--- src/gpmc_settings.svh ---
// build-time sizes for the GPMC ingress path
// FIFO depth must stay well above GPMC_MIN_SPACE16/2 lines or ready_o never rises
`ifndef GPMC_SETTINGS_SVH
`define GPMC_SETTINGS_SVH

// log2 of the line FIFO depth
// 9 gives 512 lines of 36 bits
`define GPMC_FIFO_AW 9

// free half-word slots required before the host may write
// compared as lines, so the real threshold is half of this
// the host must stop within 2 cycles of ready_o falling
`define GPMC_MIN_SPACE16 128

`endif

--- src/gpmc_pkg.sv ---
// shared types for the GPMC ingress path
// line data is little-endian: the first half-word of a pair is in bits 15:0
package gpmc_pkg;

    // one host bus transfer
    typedef logic [15:0] word_t;

    // FIFO line, 36 bits, msb first
    // occ  - occupancy code, see OCC_* below
    // eop  - last line of a packet
    // sop  - line that carries the header word
    // data - two half-words, first one low
    typedef struct packed {
        logic [1:0]  occ;
        logic        eop;
        logic        sop;
        logic [31:0] data;
    } line_t;

    // both halves of the line are valid
    localparam logic [1:0] OCC_FULL = 2'd0;

    // only the low half is valid
    // seen only on the eop line of an odd-length packet
    localparam logic [1:0] OCC_HALF = 2'd2;

    // codes 1 and 3 are never produced

endpackage

--- src/half_word_stage.sv ---
// two-deep shift of accepted half-words, no framing knowledge
// contents are only meaningful on the cycle after a tracker close
module half_word_stage (
    input  logic            gpif_clk,
    input  logic            rst_n_i,
    input  gpmc_pkg::word_t data_i,
    input  logic            valid_i,
    output gpmc_pkg::word_t last_o,
    output gpmc_pkg::word_t prev_o
);

    // newest accepted word
    gpmc_pkg::word_t last_q;
    // the word accepted before it
    gpmc_pkg::word_t prev_q;

    always_ff @(posedge gpif_clk) begin
        if (!rst_n_i) begin
            last_q <= '0;
            prev_q <= '0;
        end else if (valid_i) begin
            // shift on every accepted word, gaps hold the pair
            prev_q <= last_q;
            last_q <= data_i;
        end
    end

    // runs beside the tracker on the same accepting edge
    // so the packer sees the pair and the close decision together
    assign last_o = last_q;
    assign prev_o = prev_q;

endmodule

--- config.mk ---
export PLATFORM = sky130hd
export DESIGN_NAME = half_word_stage
export DESIGN_NICKNAME = d
export VERILOG_FILES = /design/src/gpmc_settings.svh /design/src/gpmc_pkg.sv /design/src/half_word_stage.sv
export SDC_FILE = /design/constraint.sdc
export NUM_CORES = 1
export LEC_CHECK = 0
export BUFFER_PORTS_ARGS = -buffer_cell sky130_fd_sc_hd__buf_2
export CORE_ASPECT_RATIO = 1.2
export CORE_UTILIZATION = 45
export DETAILED_ROUTE_END_ITERATION = 12
export PLACE_DENSITY = 0.75
export SETUP_SLACK_MARGIN = 0.5
export SLEW_MARGIN = 40
export SYNTH_ARGS = -nofsm -noshare
export SYNTH_HDL_FRONTEND = slang
export SYNTH_SLANG_ARGS = --single-unit
--- constraint.sdc ---
create_clock -name gpif_clk -period 0.9 [get_ports gpif_clk]
set_input_delay 0.09 -clock gpif_clk [delete_from_list [all_inputs] [get_ports gpif_clk]]
set_output_delay 0.09 -clock gpif_clk [all_outputs]
set_load 0.02 [all_outputs]
==> results.md <==
### Floorplanning
• **Floorplan Core Area** 2580 um^2
• **number of top-level design ports** 51
• **die footprint** 2980 um^2
• **Die Width** 50.0 um
• **effective utilization at floorplan** 0.483
• **row count** 20
• **Die Ht** 59.6 um

### Logic synthesis
• **cell types with the largest area share after synthesis** sky130_fd_sc_hd__dfxtp_1 (52%), sky130_fd_sc_hd__mux2i_1 (26%), sky130_fd_sc_hd__nor2b_1 (16%), sky130_fd_sc_hd__buf_12 (4.8%), sky130_fd_sc_hd__buf_6 (0.91%)
• **Synth top area share** 0.515
• **share of synthesized area occupied by flip-flops and latches** 0.515
• **post-synthesis net count** 122
• **flip-flop and latch count after synthesis** 32
• **unique cell type count in the Yosys netlist** 6
• **synth warn** 0
• **mux contribution to synthesized area** 0.258
• **post-synthesis share of cell area spent on full adders, half adders and majority gates** 0
• **post-synthesis instance total** 103
• **fraction of synthesized cell area in xor and xnor cells** 0
• **complex-gate fraction of the synthesized area** 0
• **post-synthesis simple-gate area fraction** 0.161
• **main combinational cell family by area after synthesis** multiplexers
• **cell taking the most area after synthesis** sky130_fd_sc_hd__dfxtp_1
• **synthesized cell area** 1240 um^2
• **Syn Area/Cell** 12.1 um^2

### Critical path
• **category of cells accounting for the largest share of critical-path delay** flip-flops
• **Critical Path RT** 0.81 ns
• **sum of buffers and inverters on the critical path** 1
• **kind of end point of the critical path** primary output
• **peak fanout along the critical path** 2
• **kind of start point of the critical path** flop
• **largest stage delay on the critical path** 0.36 ns
• **ordered cell list for the critical path** buf_6
• **Crit-path slowest cell** sky130_fd_sc_hd__dfxtp_4
• **crit path DAT** 0.81 ns
• **Setup Crit Path Kind** flop to primary output

### Layout
• **post-synthesis to final-layout area growth** 64.3%
• **count of fill cells added during filler insertion** 170
• **total non-filler cell area in the finished layout** 2040 um^2
• **fraction of layout cells with a size suffix above 1** 0.624
• **Final Net Count** 189
• **Cell Count, Final, Fillers Out** 203
• **number of antenna repair diodes** 0
• **Core Util, Final** 0.793

### GRT
• **most utilized layer in the global route result** met2
• **antenna violations before repair** 0
• **largest net degree at the start of global routing** 33
• **global-route wire length before repair** 4280 um
• **met1 routing resource usage after global routing** 0.213
• **met3 layer usage reported by global route** 0.0462
• **number of global-route vias before repair** 947
• **met2 routing resource usage after global routing** 0.349
• **remaining global-route overflow** 0
• **GRT Total Usage** 0.203

### Timing
• **Relative slew margins** 0.729
• **final worst slack** 0.00233 ns
• **final worst path period need** 0.898 ns
• **slew of the pin with the lowest slew margin** 0.407 ns
• **count of pins over their slew limit** 0
• **period utilization** 0.997
• **aggregate negative setup slack** 0 ns
• **number of endpoints failing setup at the final stage** 0
• **timing-limited maximum frequency** 1110 MHz
• **final setup skew** 0.00560 ns
• **final hold vios** 0
• **unrepaired setup endpoints after global routing** true

### Placement
• **post-placement worst setup slack** 0.0775 ns
• **final weighted congestion in routability-driven placement** 0.657
• **half-perimeter wire length after placement** 1550 um
• **Placed Instances** 182
• **Port Buf Inserts** 50
• **post-detailed-placement cell area** 1630 um^2

### Clocking
• **number of clock buffers inserted by TritonCTS** 5
• **CTS tree** built
• **CTS Sinks** 32
• **source-to-sink clock delay at the later pin of the worst-skew pair** 0.32 ns
• **number of levels the H-tree was split into** 2
• **clk root buf** sky130_fd_sc_hd__clkbuf_4
• **number of hold buffers added after cts** 0
• **maximum buffer depth of the clock tree** 2
• **Clock Pin Slew Worst Setup and Hold Paths** 0.09 ns

### Power and ir drop
• **leakage component of the power** 0.921 nW
• **pwr dens** 1350 nW/um^2
• **Max IR drop VDD** 0.00109 V

### Status
• **status** finished, final reports clean

### Drt
• **Antenna Violating Nets Remaining** 0
• **DRC viols** 0
• **number of vias per cell** 4.77
• **total number of vias** 969
• **WL/cell** 13.2 um
• **number of iterations in the first detailed-routing pass** 2
• **aggregate routed wire length** 2680 um
• **Initial DRC Count** 4

### Flow run
• **number of max-cap violations** 0

### Min path
• **class of the tightest hold or removal check** input pin to flop

[flip-flops by register name, indices dropped and copies added (netlist names)]
signal	count
last_o	16
prev_o	16
[power by group]
group	total, mW	switching (mW)	internal, mW
logic	0.569	0.236	0.332
registers	1.49	0.0580	1.44
clock network	0.703	0.432	0.272
[routing by layer]
metal  part of all wire  vias to the layer above
met2               0.53                       34
met5                  0                        -
met3              0.047                        7
met4              0.027                        0
li1                   -                      473
met1               0.40                      455
[synth_stat cells]
| library cell | count |
|---|---|
| sky130_fd_sc_hd__mux2i_1 | 32 |
| sky130_fd_sc_hd__clkbuf_1 | 3 |
| sky130_fd_sc_hd__dfxtp_1 | 32 |
| sky130_fd_sc_hd__buf_6 | 1 |
| sky130_fd_sc_hd__nor2b_1 | 32 |
| sky130_fd_sc_hd__buf_12 | 3 |
[what timing repair did]
item	CTS	global route
resized for setup	75	5
setup buffers	12	2
endpoints found under the hold margin	0	0
setup endpoints to repair	64	64
[through the flow]
step | hold slack [ns] | total power [mW]
after floorplan | 0.217 | 1.79
after global placement | 0.342 | 1.90
after detailed placement | 0.355 | 1.91
after CTS | 0.00361 | 2.78
after global routing | 0.0275 | 2.90
final | 0.0210 | 2.77
[cells by family (layout without fill, tap and decap cells)]
| group | count (synthesis) | in the layout |
|---|---|---|
| mux | 32 | 32 |
| buf+inv | 7 | 74 |
| flops | 32 | 32 |
| simple gates | 32 | 32 |
[cell type report]
| cell class | count | area, um^2 | area share |
|---|---|---|---|
| Timing Repair Buffer | 67 | 668 | 0.327 |
| Multi-Input combinational cell | 64 | 528 | 0.258 |
| Tap cell | 33 | 41.3 | 0.0202 |
| Clock buffer | 5 | 37.5 | 0.0184 |
| Clock inverter | 2 | 7.51 | 0.00367 |
| Sequential cell | 32 | 761 | 0.372 |
[cells in the final DEF (no fill, tap or decap), drive strengths merged]
master  instances
buf            67
clkbuf          5
clkinv          2
dfxtp          32
mux2i          32
nor2b          32
[path summary, 6_finish.rpt]
kind | start | endpoint | slack (ns) | cells past startpoint
worst max-delay path | last_o[15]$_SDFFE_PN0P_ | last_o[15] | 0.002 | 1
worst min-delay path | data_i[12] | last_o[12]$_SDFFE_PN0P_ | 0.02 | 3
worst max register to register | last_o[7]$_SDFFE_PN0P_ | last_o[7]$_SDFFE_PN0P_ | 0.10 | 3
worst min register to register | prev_o[2]$_SDFFE_PN0P_ | prev_o[2]$_SDFFE_PN0P_ | 0.53 | 2
(Power assumes the default switching activity.)
