--- src/gpmc_settings.svh ---
// build-time sizes for the GPMC ingress path
// FIFO depth must stay well above GPMC_MIN_SPACE16/2 lines or ready_o never rises
`ifndef GPMC_SETTINGS_SVH
`define GPMC_SETTINGS_SVH

// log2 of the line FIFO depth
// 9 gives 512 lines of 36 bits
`define GPMC_FIFO_AW 9

// free half-word slots required before the host may write
// compared as lines, so the real threshold is half of this
// the host must stop within 2 cycles of ready_o falling
`define GPMC_MIN_SPACE16 128

`endif

--- src/gpmc_pkg.sv ---
// shared types for the GPMC ingress path
// line data is little-endian: the first half-word of a pair is in bits 15:0
package gpmc_pkg;

    // one host bus transfer
    typedef logic [15:0] word_t;

    // FIFO line, 36 bits, msb first
    // occ  - occupancy code, see OCC_* below
    // eop  - last line of a packet
    // sop  - line that carries the header word
    // data - two half-words, first one low
    typedef struct packed {
        logic [1:0]  occ;
        logic        eop;
        logic        sop;
        logic [31:0] data;
    } line_t;

    // both halves of the line are valid
    localparam logic [1:0] OCC_FULL = 2'd0;

    // only the low half is valid
    // seen only on the eop line of an odd-length packet
    localparam logic [1:0] OCC_HALF = 2'd2;

    // codes 1 and 3 are never produced

endpackage

--- src/frame_tracker.sv ---
// follows packet framing from the header length, header counts itself
// a header of zero is illegal, the host must never send one
module frame_tracker (
    input  logic            gpif_clk,
    input  logic            rst_n_i,
    input  gpmc_pkg::word_t data_i,
    input  logic            valid_i,
    output logic            close_o,
    output logic            sop_o,
    output logic            eop_o,
    output logic            half_o
);

    // high inside a packet, low while waiting for a header
    logic        busy_q;
    // words still to come in this packet, the next one included
    logic [15:0] rem_q;
    // pair phase, 0 means the next word fills the low half
    logic        phase_q;
    // the line being filled holds the header
    logic        sop_q;

    // decode of the word on data_i in this cycle
    logic        hdr_now;
    logic        phase_now;
    logic        last_now;
    logic        close_now;
    logic        sop_now;

    always_comb begin
        hdr_now   = !busy_q;
        // every header restarts the pair phase
        phase_now = hdr_now ? 1'b0 : phase_q;
        last_now  = hdr_now ? (data_i == 16'd1) : (rem_q == 16'd1);
        // a line closes on the high half or on the last word
        close_now = phase_now || last_now;
        sop_now   = hdr_now || sop_q;
    end

    always_ff @(posedge gpif_clk) begin
        if (!rst_n_i) begin
            busy_q  <= 1'b0;
            rem_q   <= '0;
            phase_q <= 1'b0;
            sop_q   <= 1'b0;
            close_o <= 1'b0;
            sop_o   <= 1'b0;
            eop_o   <= 1'b0;
            half_o  <= 1'b0;
        end else begin
            close_o <= valid_i && close_now;
            if (valid_i) begin
                busy_q  <= !last_now;
                // header loads the count of words that follow it
                rem_q   <= hdr_now ? (data_i - 16'd1) : (rem_q - 16'd1);
                phase_q <= !phase_now;
                sop_q   <= sop_now && !close_now;
                if (close_now) begin
                    sop_o  <= sop_now;
                    eop_o  <= last_now;
                    // last word landed in the low half
                    half_o <= last_now && !phase_now;
                end
            end
        end
    end

    // a zero-length header would wrap the word count
    a_no_zero_header: assert property (@(posedge gpif_clk) disable iff (!rst_n_i)
        (valid_i && hdr_now) |-> (data_i != 16'd0));

    // a close right after another one can only be a lone tail word
    a_close_spacing: assert property (@(posedge gpif_clk) disable iff (!rst_n_i)
        (close_o && $past(close_o)) |-> (half_o && eop_o));

endmodule

--- config.mk ---
export PLATFORM = sky130hd
export DESIGN_NAME = frame_tracker
export DESIGN_NICKNAME = d
export VERILOG_FILES = /design/src/gpmc_settings.svh /design/src/gpmc_pkg.sv /design/src/frame_tracker.sv
export SDC_FILE = /design/constraint.sdc
export NUM_CORES = 1
export LEC_CHECK = 0
export BUFFER_PORTS_ARGS = -buffer_cell sky130_fd_sc_hd__buf_2
export CORE_MARGIN = 2
export CORE_UTILIZATION = 25
export CTS_CLUSTER_SIZE = 8
export DETAILED_ROUTE_END_ITERATION = 7
export HOLD_SLACK_MARGIN = 0.12
export SYNTH_ARGS = -nofsm -noshare
export SYNTH_HDL_FRONTEND = slang
export SYNTH_SLANG_ARGS = --single-unit
--- constraint.sdc ---
create_clock -name gpif_clk -period 2.5 [get_ports gpif_clk]
set_input_delay 0.25 -clock gpif_clk [delete_from_list [all_inputs] [get_ports gpif_clk]]
set_output_delay 0.25 -clock gpif_clk [all_outputs]
set_load 0.02 [all_outputs]
==> metrics <==
status finished clean; PostCTS Resize Cnt 0; Setup-failing EPs final 0; post-route ant nets 0; Synth Warn # 0; final worst setup slack 0.380 ns; Slowest cell on crit path or4_4; mapped cell area 1550 um^2; clock skew 0.00417 ns; clk buf depth 2; initial antenna violation count 0; setup TNS 0 ns; Sw Pwr 0.290 mW; critical path class reg2reg; Synth Instances 210; asr flop ratio synth 0; Pins Over Slew Limit 0; Seq/Total Area, Yosys 0.297; H-Tree Depth 1; DRC Markers 0; TritonCTS clock tree done; CP max FO 5; cell mode on critical path or4_4; Avg WL per Cell 12.2 um; Final min period 2.12 ns; pwr dens 497 nW/um^2; non-filler cells, final 309; max cap viols 0; Max IR drop VDD 0.195 mV; die area 6850 um^2; GRT overflow 0; commonest non-fill, non-tap cell in the layout nor2_1; site row count 28; Die H 82.8 um; Avg Cell Area, Syn 7.39 um^2; WL final 3780 um; post-layout util 0.305; Achievable Freq 472 MHz; Root Buffer clkbuf_8; commonest non-fill, non-tap cells in the layout nor2_1 (27), nand2_1 (26), dfxtp_1 (23); Startpoint Class register; Via density 4.93; dpl hpwl 2920 um; sequential share of power 0.465; DR iter-0 viols 118; post-placement cell count 305; critical path data required time 2.70 ns; unrepaired setup endpoints after global routing false; routability cong. 0.792; Vias 1523; filler instances 637; crit-path max cell delay 0.57 ns; layout cells sized above 1 0.184; dominant synthesized flop cell dfxtp_1; Post-synth EDFFs 0; Core Region 5960 um^2; DR pass1 iterations 4; number of global-route vias before repair 1315; die width 82.8 um; Area growth, synth to finish 17.3%; reg2reg path depth 6; cells along the critical path or4_4 > or4_4 > o22ai_4 > or2b_2 > o21ai_1 > a31oi_1; internal power component 0.615 mW; clock sinks 23; crit end category register; crit path DAT 2.32 ns; Setup Fix Bufs, Post-CTS 0; Leakage Power 0.724 nW; cts bufs inserted 3; GRT Overall Usage 0.119; Tightest Pin Transition 0.548 ns; Starting Density 0.261; Hold Violations, Final 0; Hold Buf Count CTS 0; Clk pin slew, worst setup/hold paths 0.08 ns; combinational fraction of design power 0.276; Post-Synthesis Net Count 233; Synth Register Bits 23; Sw Share 0.321; Worst-Skew Late Latency 0.27 ns; I/O pin count 23; Hold Path Cell Cnt 3; Rel. slew slack 0.634; clock share of power 0.259; Port Buffers 22; period utilization 0.848; Post-Place Worst Slack 0.287 ns; first-pass GRT wire length 6280 um; Unique masters post-synth 41; nets 258; largest net degree at the start of global routing 18; # diodes 0; HP Class in2reg
layer usage:
metal | vias up | track usage | wire length [um]
met2 | 43 | 0.175 | 1520
li1 | 798 | - | -
met5 | - | 0 | 0
met1 | 680 | 0.176 | 1950
met3 | 2 | 0.0227 | 274
met4 | 0 | 0.0295 | 34
path summary, 6_finish.rpt:
path	startpoint	endpoint	slack, ns
setup / recovery	rem_q[8]	sop_o	0.38
hold / removal	rst_n_i	sop_o	0.28
setup reg to reg	rem_q[8]	sop_o	0.38
hold reg to reg	sop_q	sop_q	0.47
through the flow:
stage / power [mW] / hold slack [ns] / instance area (um^2)
finish: 0.905 / 0.277 / 1820
global placement: 0.676 / 0.452 / 1770
detailed placement: 0.678 / 0.461 / 1770
global route: 0.965 / 0.282 / 1820
CTS: 0.915 / 0.266 / 1820
floorplan: 0.596 / 0.386 / 1550
cell families after synthesis:
| family | count (synthesis) | synth area share |
|---|---|---|
| AND/OR/NAND/NOR | 101 | 0.327 |
| AO/OA/AOI/OAI | 43 | 0.177 |
| flip-flops | 23 | 0.297 |
| buffers and inverters | 19 | 0.0460 |
| XOR/XNOR | 13 | 0.0734 |
| multiplexers | 7 | 0.0476 |
| adder cells (fa/ha/maj) | 4 | 0.0323 |
critical path, delay by kind of cell, from the launching register on:
kind            cells  cell delay (ns)
flops               1             0.35
simple gates        3             1.29
compound gates      3             0.42
power by group through the flow:
stage	logic (mW)	registers [mW]	clock network, mW
finish	0.250	0.421	0.234
global placement	0.248	0.428	0
CTS	0.250	0.420	0.245
floorplan	0.173	0.423	0
detailed placement	0.249	0.429	0
global route	0.281	0.425	0.259
cell usage after synthesis (2+ instances only):
library cell | number | area (um^2)
nand3b_1 | 2 | 15.0
a221oi_1 | 5 | 43.8
a211oi_1 | 2 | 15.0
and3_1 | 2 | 12.5
ha_1 | 4 | 50.1
inv_1 | 9 | 33.8
xor2_1 | 6 | 52.6
nor3_1 | 10 | 50.1
xnor2_1 | 7 | 61.3
mux2_2 | 3 | 33.8
nand3_1 | 7 | 35.0
dfxtp_1 | 23 | 460
a22oi_1 | 2 | 15.0
or4_4 | 2 | 22.5
nand4_1 | 5 | 31.3
o21ai_0 | 13 | 65.1
nor4_1 | 4 | 25.0
a21oi_1 | 12 | 60.1
clkbuf_1 | 9 | 33.8
or3_1 | 5 | 31.3
mux2i_1 | 4 | 40.0
nor2_1 | 27 | 101
nor2b_1 | 3 | 18.8
a31oi_1 | 2 | 12.5
nand2_1 | 26 | 97.6
final cells by class:
cell class	instances	area, um^2	share of cell area
clock buffers	4	45.0	0.0248
inverters	10	37.5	0.0206
repair buffers	29	163	0.0894
multi-input cells	168	1020	0.561
flip-flops and latches	23	460	0.253
well taps	75	93.8	0.0516
state kept, by name, summed over array words and instances (netlist names):
| signal | cells |
|---|---|
| busy_q | 1 |
| close_o | 1 |
| eop_o | 1 |
| half_o | 1 |
| phase_q | 1 |
| rem_q | 16 |
| sop_o | 1 |
| sop_q | 1 |
Note: power is estimated with default switching activity, not from simulation.
