--- config.mk ---
export PLATFORM = sky130hd
export DESIGN_NAME = line_packer
export DESIGN_NICKNAME = d
export VERILOG_FILES = /design/src/gpmc_settings.svh /design/src/gpmc_pkg.sv /design/src/line_packer.sv
export SDC_FILE = /design/constraint.sdc
export NUM_CORES = 1
export LEC_CHECK = 0
export BUFFER_PORTS_ARGS = -buffer_cell sky130_fd_sc_hd__buf_2
export CORE_ASPECT_RATIO = 0.5
export CORE_UTILIZATION = 45
export DETAILED_ROUTE_END_ITERATION = 10
export GPL_TIMING_DRIVEN = 0
export PLACE_DENSITY_LB_ADDON = 0.08
export REMOVE_ABC_BUFFERS = 1
export SLEW_MARGIN = 40
export SYNTH_ARGS = -nofsm -noshare
export SYNTH_HDL_FRONTEND = slang
export SYNTH_SLANG_ARGS = --single-unit
--- constraint.sdc ---
create_clock -name gpif_clk -period 3 [get_ports gpif_clk]
set_input_delay 0.9 -clock gpif_clk [delete_from_list [all_inputs] [get_ports gpif_clk]]
set_output_delay 0.9 -clock gpif_clk [all_outputs]
set_load 0.05 [all_outputs]
--- src/gpmc_settings.svh ---
// build-time sizes for the GPMC ingress path
// FIFO depth must stay well above GPMC_MIN_SPACE16/2 lines or ready_o never rises
`ifndef GPMC_SETTINGS_SVH
`define GPMC_SETTINGS_SVH

// log2 of the line FIFO depth
// 9 gives 512 lines of 36 bits
`define GPMC_FIFO_AW 9

// free half-word slots required before the host may write
// compared as lines, so the real threshold is half of this
// the host must stop within 2 cycles of ready_o falling
`define GPMC_MIN_SPACE16 128

`endif

--- src/gpmc_pkg.sv ---
// shared types for the GPMC ingress path
// line data is little-endian: the first half-word of a pair is in bits 15:0
package gpmc_pkg;

    // one host bus transfer
    typedef logic [15:0] word_t;

    // FIFO line, 36 bits, msb first
    // occ  - occupancy code, see OCC_* below
    // eop  - last line of a packet
    // sop  - line that carries the header word
    // data - two half-words, first one low
    typedef struct packed {
        logic [1:0]  occ;
        logic        eop;
        logic        sop;
        logic [31:0] data;
    } line_t;

    // both halves of the line are valid
    localparam logic [1:0] OCC_FULL = 2'd0;

    // only the low half is valid
    // seen only on the eop line of an odd-length packet
    localparam logic [1:0] OCC_HALF = 2'd2;

    // codes 1 and 3 are never produced

endpackage

--- src/line_packer.sv ---
// builds one registered FIFO line per tracker close
// acts one edge after the close, so the stage pair is still intact
module line_packer (
    input  logic            gpif_clk,
    input  logic            rst_n_i,
    input  logic            close_i,
    input  logic            sop_i,
    input  logic            eop_i,
    input  logic            half_i,
    input  gpmc_pkg::word_t last_i,
    input  gpmc_pkg::word_t prev_i,
    output gpmc_pkg::line_t wr_line_o,
    output logic            wr_en_o,
    output logic            pending_o
);

    gpmc_pkg::line_t line_next;

    always_comb begin
        line_next.sop = sop_i;
        line_next.eop = eop_i;
        if (half_i) begin
            // odd packet tail, lone word goes low
            line_next.occ  = gpmc_pkg::OCC_HALF;
            line_next.data = {16'h0000, last_i};
        end else begin
            // little-endian pair, older word in the low half
            line_next.occ  = gpmc_pkg::OCC_FULL;
            line_next.data = {last_i, prev_i};
        end
    end

    always_ff @(posedge gpif_clk) begin
        if (!rst_n_i) begin
            wr_en_o <= 1'b0;
        end else begin
            wr_en_o <= close_i;
        end
    end

    // payload only
    always_ff @(posedge gpif_clk) begin
        if (close_i) begin
            wr_line_o <= line_next;
        end
    end

    // a line decided or built but not yet in the FIFO
    // lets the FIFO count it as used space
    assign pending_o = close_i || wr_en_o;

    // a half line only ever ends a packet
    a_half_is_eop: assert property (@(posedge gpif_clk) disable iff (!rst_n_i)
        half_i |-> eop_i);

endmodule

==> metrics.md, run 1 <==
| Metric | Value |
|---|---|
| Max Cap Viol | 0 |
| Share of cells above drive strength 1 | 64.7% |
| IO Pins | 76 |
| CP required | 2100 ps |
| RSZ-0062 raised after global routing | false |
| Largest net degree at the start of global routing | 38 |
| Post-Syn Area | 1400 um^2 |
| PD cells | 647 nW/um^2 |
| DR iter-0 viols | 57 |
| Seq/Total Area, Yosys | 76.4% |
| Drt drc | 0 |
| Via/cell ratio | 4.55 |
| IO buf count | 74 |
| Vias in the first global route | 819 |
| Area occupied by multi-input gates | 297 um^2 |
| Worst Hold Class | input pin to flop |
| Most common cell after layout, fill and taps aside | buf_2 |
| CTS tree | yes |
| Post-route ant nets | 0 |
| Post-Route WL | 2.36 mm |
| Ant diodes | 0 |
| FILL cells | 205 |
| Layout Nets | 190 |
| Fin cells | 190 |
| GRT Total Usage | 15.2% |
| Wire length per cell | 12.4 um |
| First-pass GRT wire length | 3.62 mm |
| CP endpoint kind | output pin |
| GPL Wtd Cong | 0.644 |
| Status | completed |
| FMAX | 0.347 GHz |
| Sequential cell area | 1070 um^2 |
| Yosys warning count | 0 |
| Clock root buffer | clkbuf_8 |
| Crit start category | input pin |
| Detailed Routing Iterations Pass 1 | 3 |
| VDD IR-drop max | 0.000342 V |
| CP Data Arrival Time | 1980 ps |
| DP Cell Count | 182 |
| Leakage | 0.798 nW |
| Core area | 2770 um^2 |
| Yosys cell types | 10 |
| Worst Tran Pin Value | 774 ps |
| CTS buffer count | 5 |
| Avg Cell Area, Syn | 18.7 um^2 |
| Min-Delay Startpoint | eop_i |
| Die area | 3360 um^2 |
| Initial antenna violation count | 0 |
| Post-Synthesis Cells | 75 |
| GR Overflow Total | 0 |
| Max FO, Critical Path | 37 |
| Crit path kind | input pin to output pin |
| FF+latch count, synth | 36 |
| Final hold vios | 0 |
| Setup TNS | 0 ps |
| Final setup vio count | 0 |
| Row cnt | 13 |
| Post-CTS Hold Fix Bufs | 0 |
| Area Overhead vs Synth | 33.8% |
| CP Launch Point | close_i |
| Commonest cells after routing, fill and taps aside | 74 x buf_2, 35 x edfxtp_1, 16 x mux2_2, 16 x nor2b_1, 6 x clkbuf_8 |
| H-Tree Depth | 2 |
| Relative slew slack | 48.4% |
| Total number of vias | 864 |
| Fin. max-slew vios | 0 |
| Post-CTS Resized | 0 |
| Final min period | 2880 ps |
| Die W | 81.0 um |
| Die Y | 41.5 um |
| HPWL after DPL | 1.64 mm |
| Period utilization | 96.0% |
| Clock buffer depth | 2 |
| Initial Utilization | 50.7% |
| Clock sinks | 36 |
| Setup bufs post-CTS | 0 |
| Clock transition at path regs | 70 ps |
==> worst paths after layout <==
kind	endpoint	slack (ps)	cells after the start
worst max-delay path	pending_o	120	3
worst min-delay path	wr_line_o[33]	790	1
==> worst max-delay path, cell delays in order <==
cell and delay [ps]:
buf_2 590, or2_2 220, buf_2 250
==> metrics by stage <==
step                      total power [mW]  setup slack [ps]  hold WS, ps  area (um^2)  util, %
final                                 1.21               119          794         1880     67.9
after global routing                  1.27              27.3          781         1880     67.9
after CTS                             1.23              94.8          789         1880     67.9
after detailed placement             0.883              97.2         1090         1780     64.5
after global placement               0.879              85.3         1090         1780     64.5
after floorplan                      0.803               808          999         1370        -
==> Yosys cell counts <==
library cell	number	area, um^2
buf_4	1	7.51
and2_1	1	6.26
conb_1	1	3.75
buf_2	1	5.00
dfxtp_1	1	20.0
edfxtp_1	35	1050
mux2_2	16	180
nor2b_1	16	100
or2_2	1	6.26
buf_6	2	22.5
==> sequential cells by signal, summed over array words and instances, names as in the netlist <==
name       flops
wr_line_o     35
wr_en_o        1
==> cells by family (layout without fill, tap and decap cells) <==
| logic type | Yosys count | count (layout) | share of synthesized area (%) |
|---|---|---|---|
| buffers and inverters | 4 | 82 | 2.50 |
| flip-flops | 36 | 36 | 76.4 |
| multiplexers | 16 | 16 | 12.8 |
| other | 1 | 1 | 0.267 |
| AND/OR/NAND/NOR | 18 | 18 | 8.03 |
==> area by class of cell <==
cell class / count / area share [%]
flip-flops and latches: 36 / 57.1
clock inverters: 2 / 0.533
well taps: 37 / 2.47
multi-input cells: 35 / 15.8
clock buffers: 6 / 4.40
repair buffers: 74 / 19.7
==> power breakdown <==
part           switching, mW  internal, mW
Sequential           0.00851         0.600
Clock                  0.163         0.183
Combinational          0.195        0.0655
==> per-layer routing <==
metal  GRT usage (%)  vias up  share of wire (%)
li1                -      424                  -
met1            18.6      394                 46
met2            24.0       43                 45
met3            6.81        3                9.1
met4            5.36        0               0.55
met5               0        -                  0
(Power assumes the default switching activity.)
==> inputs of run 2 (changes only) <==
--- a/config.mk
+++ b/config.mk
@@ -6,8 +6,11 @@
 export NUM_CORES = 1
 export LEC_CHECK = 0
 export BUFFER_PORTS_ARGS = -buffer_cell sky130_fd_sc_hd__buf_2
+export CAP_MARGIN = 10
+export CELL_PAD_IN_SITES_DETAIL_PLACEMENT = 0
+export CELL_PAD_IN_SITES_GLOBAL_PLACEMENT = 1
 export CORE_ASPECT_RATIO = 0.5
-export CORE_UTILIZATION = 45
+export CORE_UTILIZATION = 37
 export DETAILED_ROUTE_END_ITERATION = 10
 export GPL_TIMING_DRIVEN = 0
 export PLACE_DENSITY_LB_ADDON = 0.08
==> metrics.md, run 2 (same netlist as run 1, synthesis figures left out) <==
| Metric | Value |
|---|---|
| Status | completed |
| Final min period | 2910 ps |
| IO Pins | 76 |
| CP required | 2100 ps |
| CP max-delay cell | buf_2 |
| Most common cell after layout, fill and taps aside | buf_2 |
| Via/cell ratio | 4.17 |
| FMAX | 0.344 GHz |
| Max Cap Viol | 0 |
| Core area | 3530 um^2 |
| Gr busiest metal | met2 |
| IO buf count | 74 |
| Initial Utilization | 39.8% |
| H-Tree Depth | 2 |
| Overall Power | 1.19 mW |
| Crit path buffers/inverters | 2 |
| CTS buffer count | 5 |
| FILL cells | 339 |
| Leakage | 0.787 nW |
| Top cell by count, worst path | buf_2 |
| Post-route ant nets | 0 |
| Setup TNS | 0 ps |
| Clock buffer depth | 2 |
| Die area | 4060 um^2 |
| Crit path kind | input pin to output pin |
| GRT Total Usage | 12.1% |
| GPL Wtd Cong | 0.632 |
| GR Overflow Total | 0 |
| Die Y | 45.5 um |
| Crit path largest cell delay | 620 ps |
| Largest net degree at the start of global routing | 38 |
| RSZ-0062 raised after global routing | false |
| Share of cells above drive strength 1 | 62.7% |
| CP endpoint kind | output pin |
| First-pass GRT wire length | 3.50 mm |
| CP Data Arrival Time | 2010 ps |
| Worst Tran Pin Value | 816 ps |
| PD cells | 631 nW/um^2 |
| Drt drc | 0 |
| Top Registers | wr_line_o x35, wr_en_o x1 |
| Area Overhead vs Synth | 34.2% |
| CTS tree | yes |
| CP top delay family | buffers and inverters |
| CP Cell Sequence | buf_2, or2_2, buf_2 |
| Clock sinks | 36 |
| Detailed Routing Iterations Pass 1 | 3 |
| Met1 Track Usage GR | 13.2% |
| Initial antenna violation count | 0 |
| DR iter-0 viols | 5 |
| Ant diodes | 0 |
| Clock root buffer | clkbuf_8 |
| Min-Delay Startpoint | sop_i |
| Grt met3 use | 6.52% |
| Total number of vias | 850 |
| Wire length per cell | 11.8 um |
| Relative slew slack | 45.6% |
| Post-Route WL | 2.40 mm |
| Post-CTS Resized | 0 |
| Die W | 89.1 um |
| Layout Nets | 190 |
| Worst Hold Class | input pin to flop |
| Clock transition at path regs | 70 ps |
| Final hold vios | 0 |
| Vias in the first global route | 838 |
| Final setup vio count | 0 |
| Largest register FFs | 35 |
| VDD IR-drop max | 0.000258 V |
| Commonest cells after routing, fill and taps aside | 74 x buf_2, 35 x edfxtp_1, 16 x mux2_2, 16 x nor2b_1, 5 x clkbuf_8 |
| Setup bufs post-CTS | 0 |
| Fin. max-slew vios | 0 |
| Crit start category | input pin |
| Post-CTS Hold Fix Bufs | 0 |
| GR Util met2 | 20.9% |
| Period utilization | 97.0% |
| CP Launch Point | close_i |
| Largest Register | wr_line_o |
| Row cnt | 15 |
| Max FO, Critical Path | 37 |
-- run 2: cell count changes in the layout (fill, tap and decap cells not counted) --
cell / before / now
clkbuf_8: 6 / 5
clkbuf_1: 0 / 2
clkinv_2: 2 / 0
clkinv_1: 0 / 1
-- run 2: path summary, 6_finish.rpt --
path / endpoint / slack (ps) / depth (start not counted)
worst min-delay path: wr_line_o[32] / 800 / 1
worst max-delay path: pending_o / 90 / 3
-- run 2: per-layer routing --
layer  up-vias  part of all wire [%]
li1        426                     -
met3         0                   9.8
met4         0                     0
met1       385                    42
met2        39                    48
met5         -                     0
-- run 2: final cells by class --
| type | count | area, um^2 | area share, % |
|---|---|---|---|
| repair buffers | 74 | 370 | 19.7 |
| well taps | 51 | 63.8 | 3.39 |
| flip-flops and latches | 36 | 1070 | 56.9 |
| multi-input cells | 35 | 297 | 15.8 |
| clock inverters | 1 | 3.75 | 0.199 |
| clock buffers | 7 | 76.3 | 4.06 |
-- run 2: power breakdown --
part           internal (mW)  switching (mW)  leakage, nW  total, mW
Clock                  0.162           0.158       0.0399      0.319
Sequential             0.600         0.00824        0.348      0.608
Combinational         0.0655           0.195        0.398      0.261
Total                  0.827           0.361        0.787       1.19
-- run 2: stage by stage --
step	hold slack, ps	worst slack [ps]	utilization [%]	instance area [um^2]	cells
after floorplan	999	808	-	1370	71
after global placement	1080	73.0	51.1	1800	196
after detailed placement	1080	66.5	51.1	1800	196
after CTS	782	65.5	53.3	1880	204
after global routing	782	28.0	53.3	1880	204
final	797	90.0	53.3	1880	204
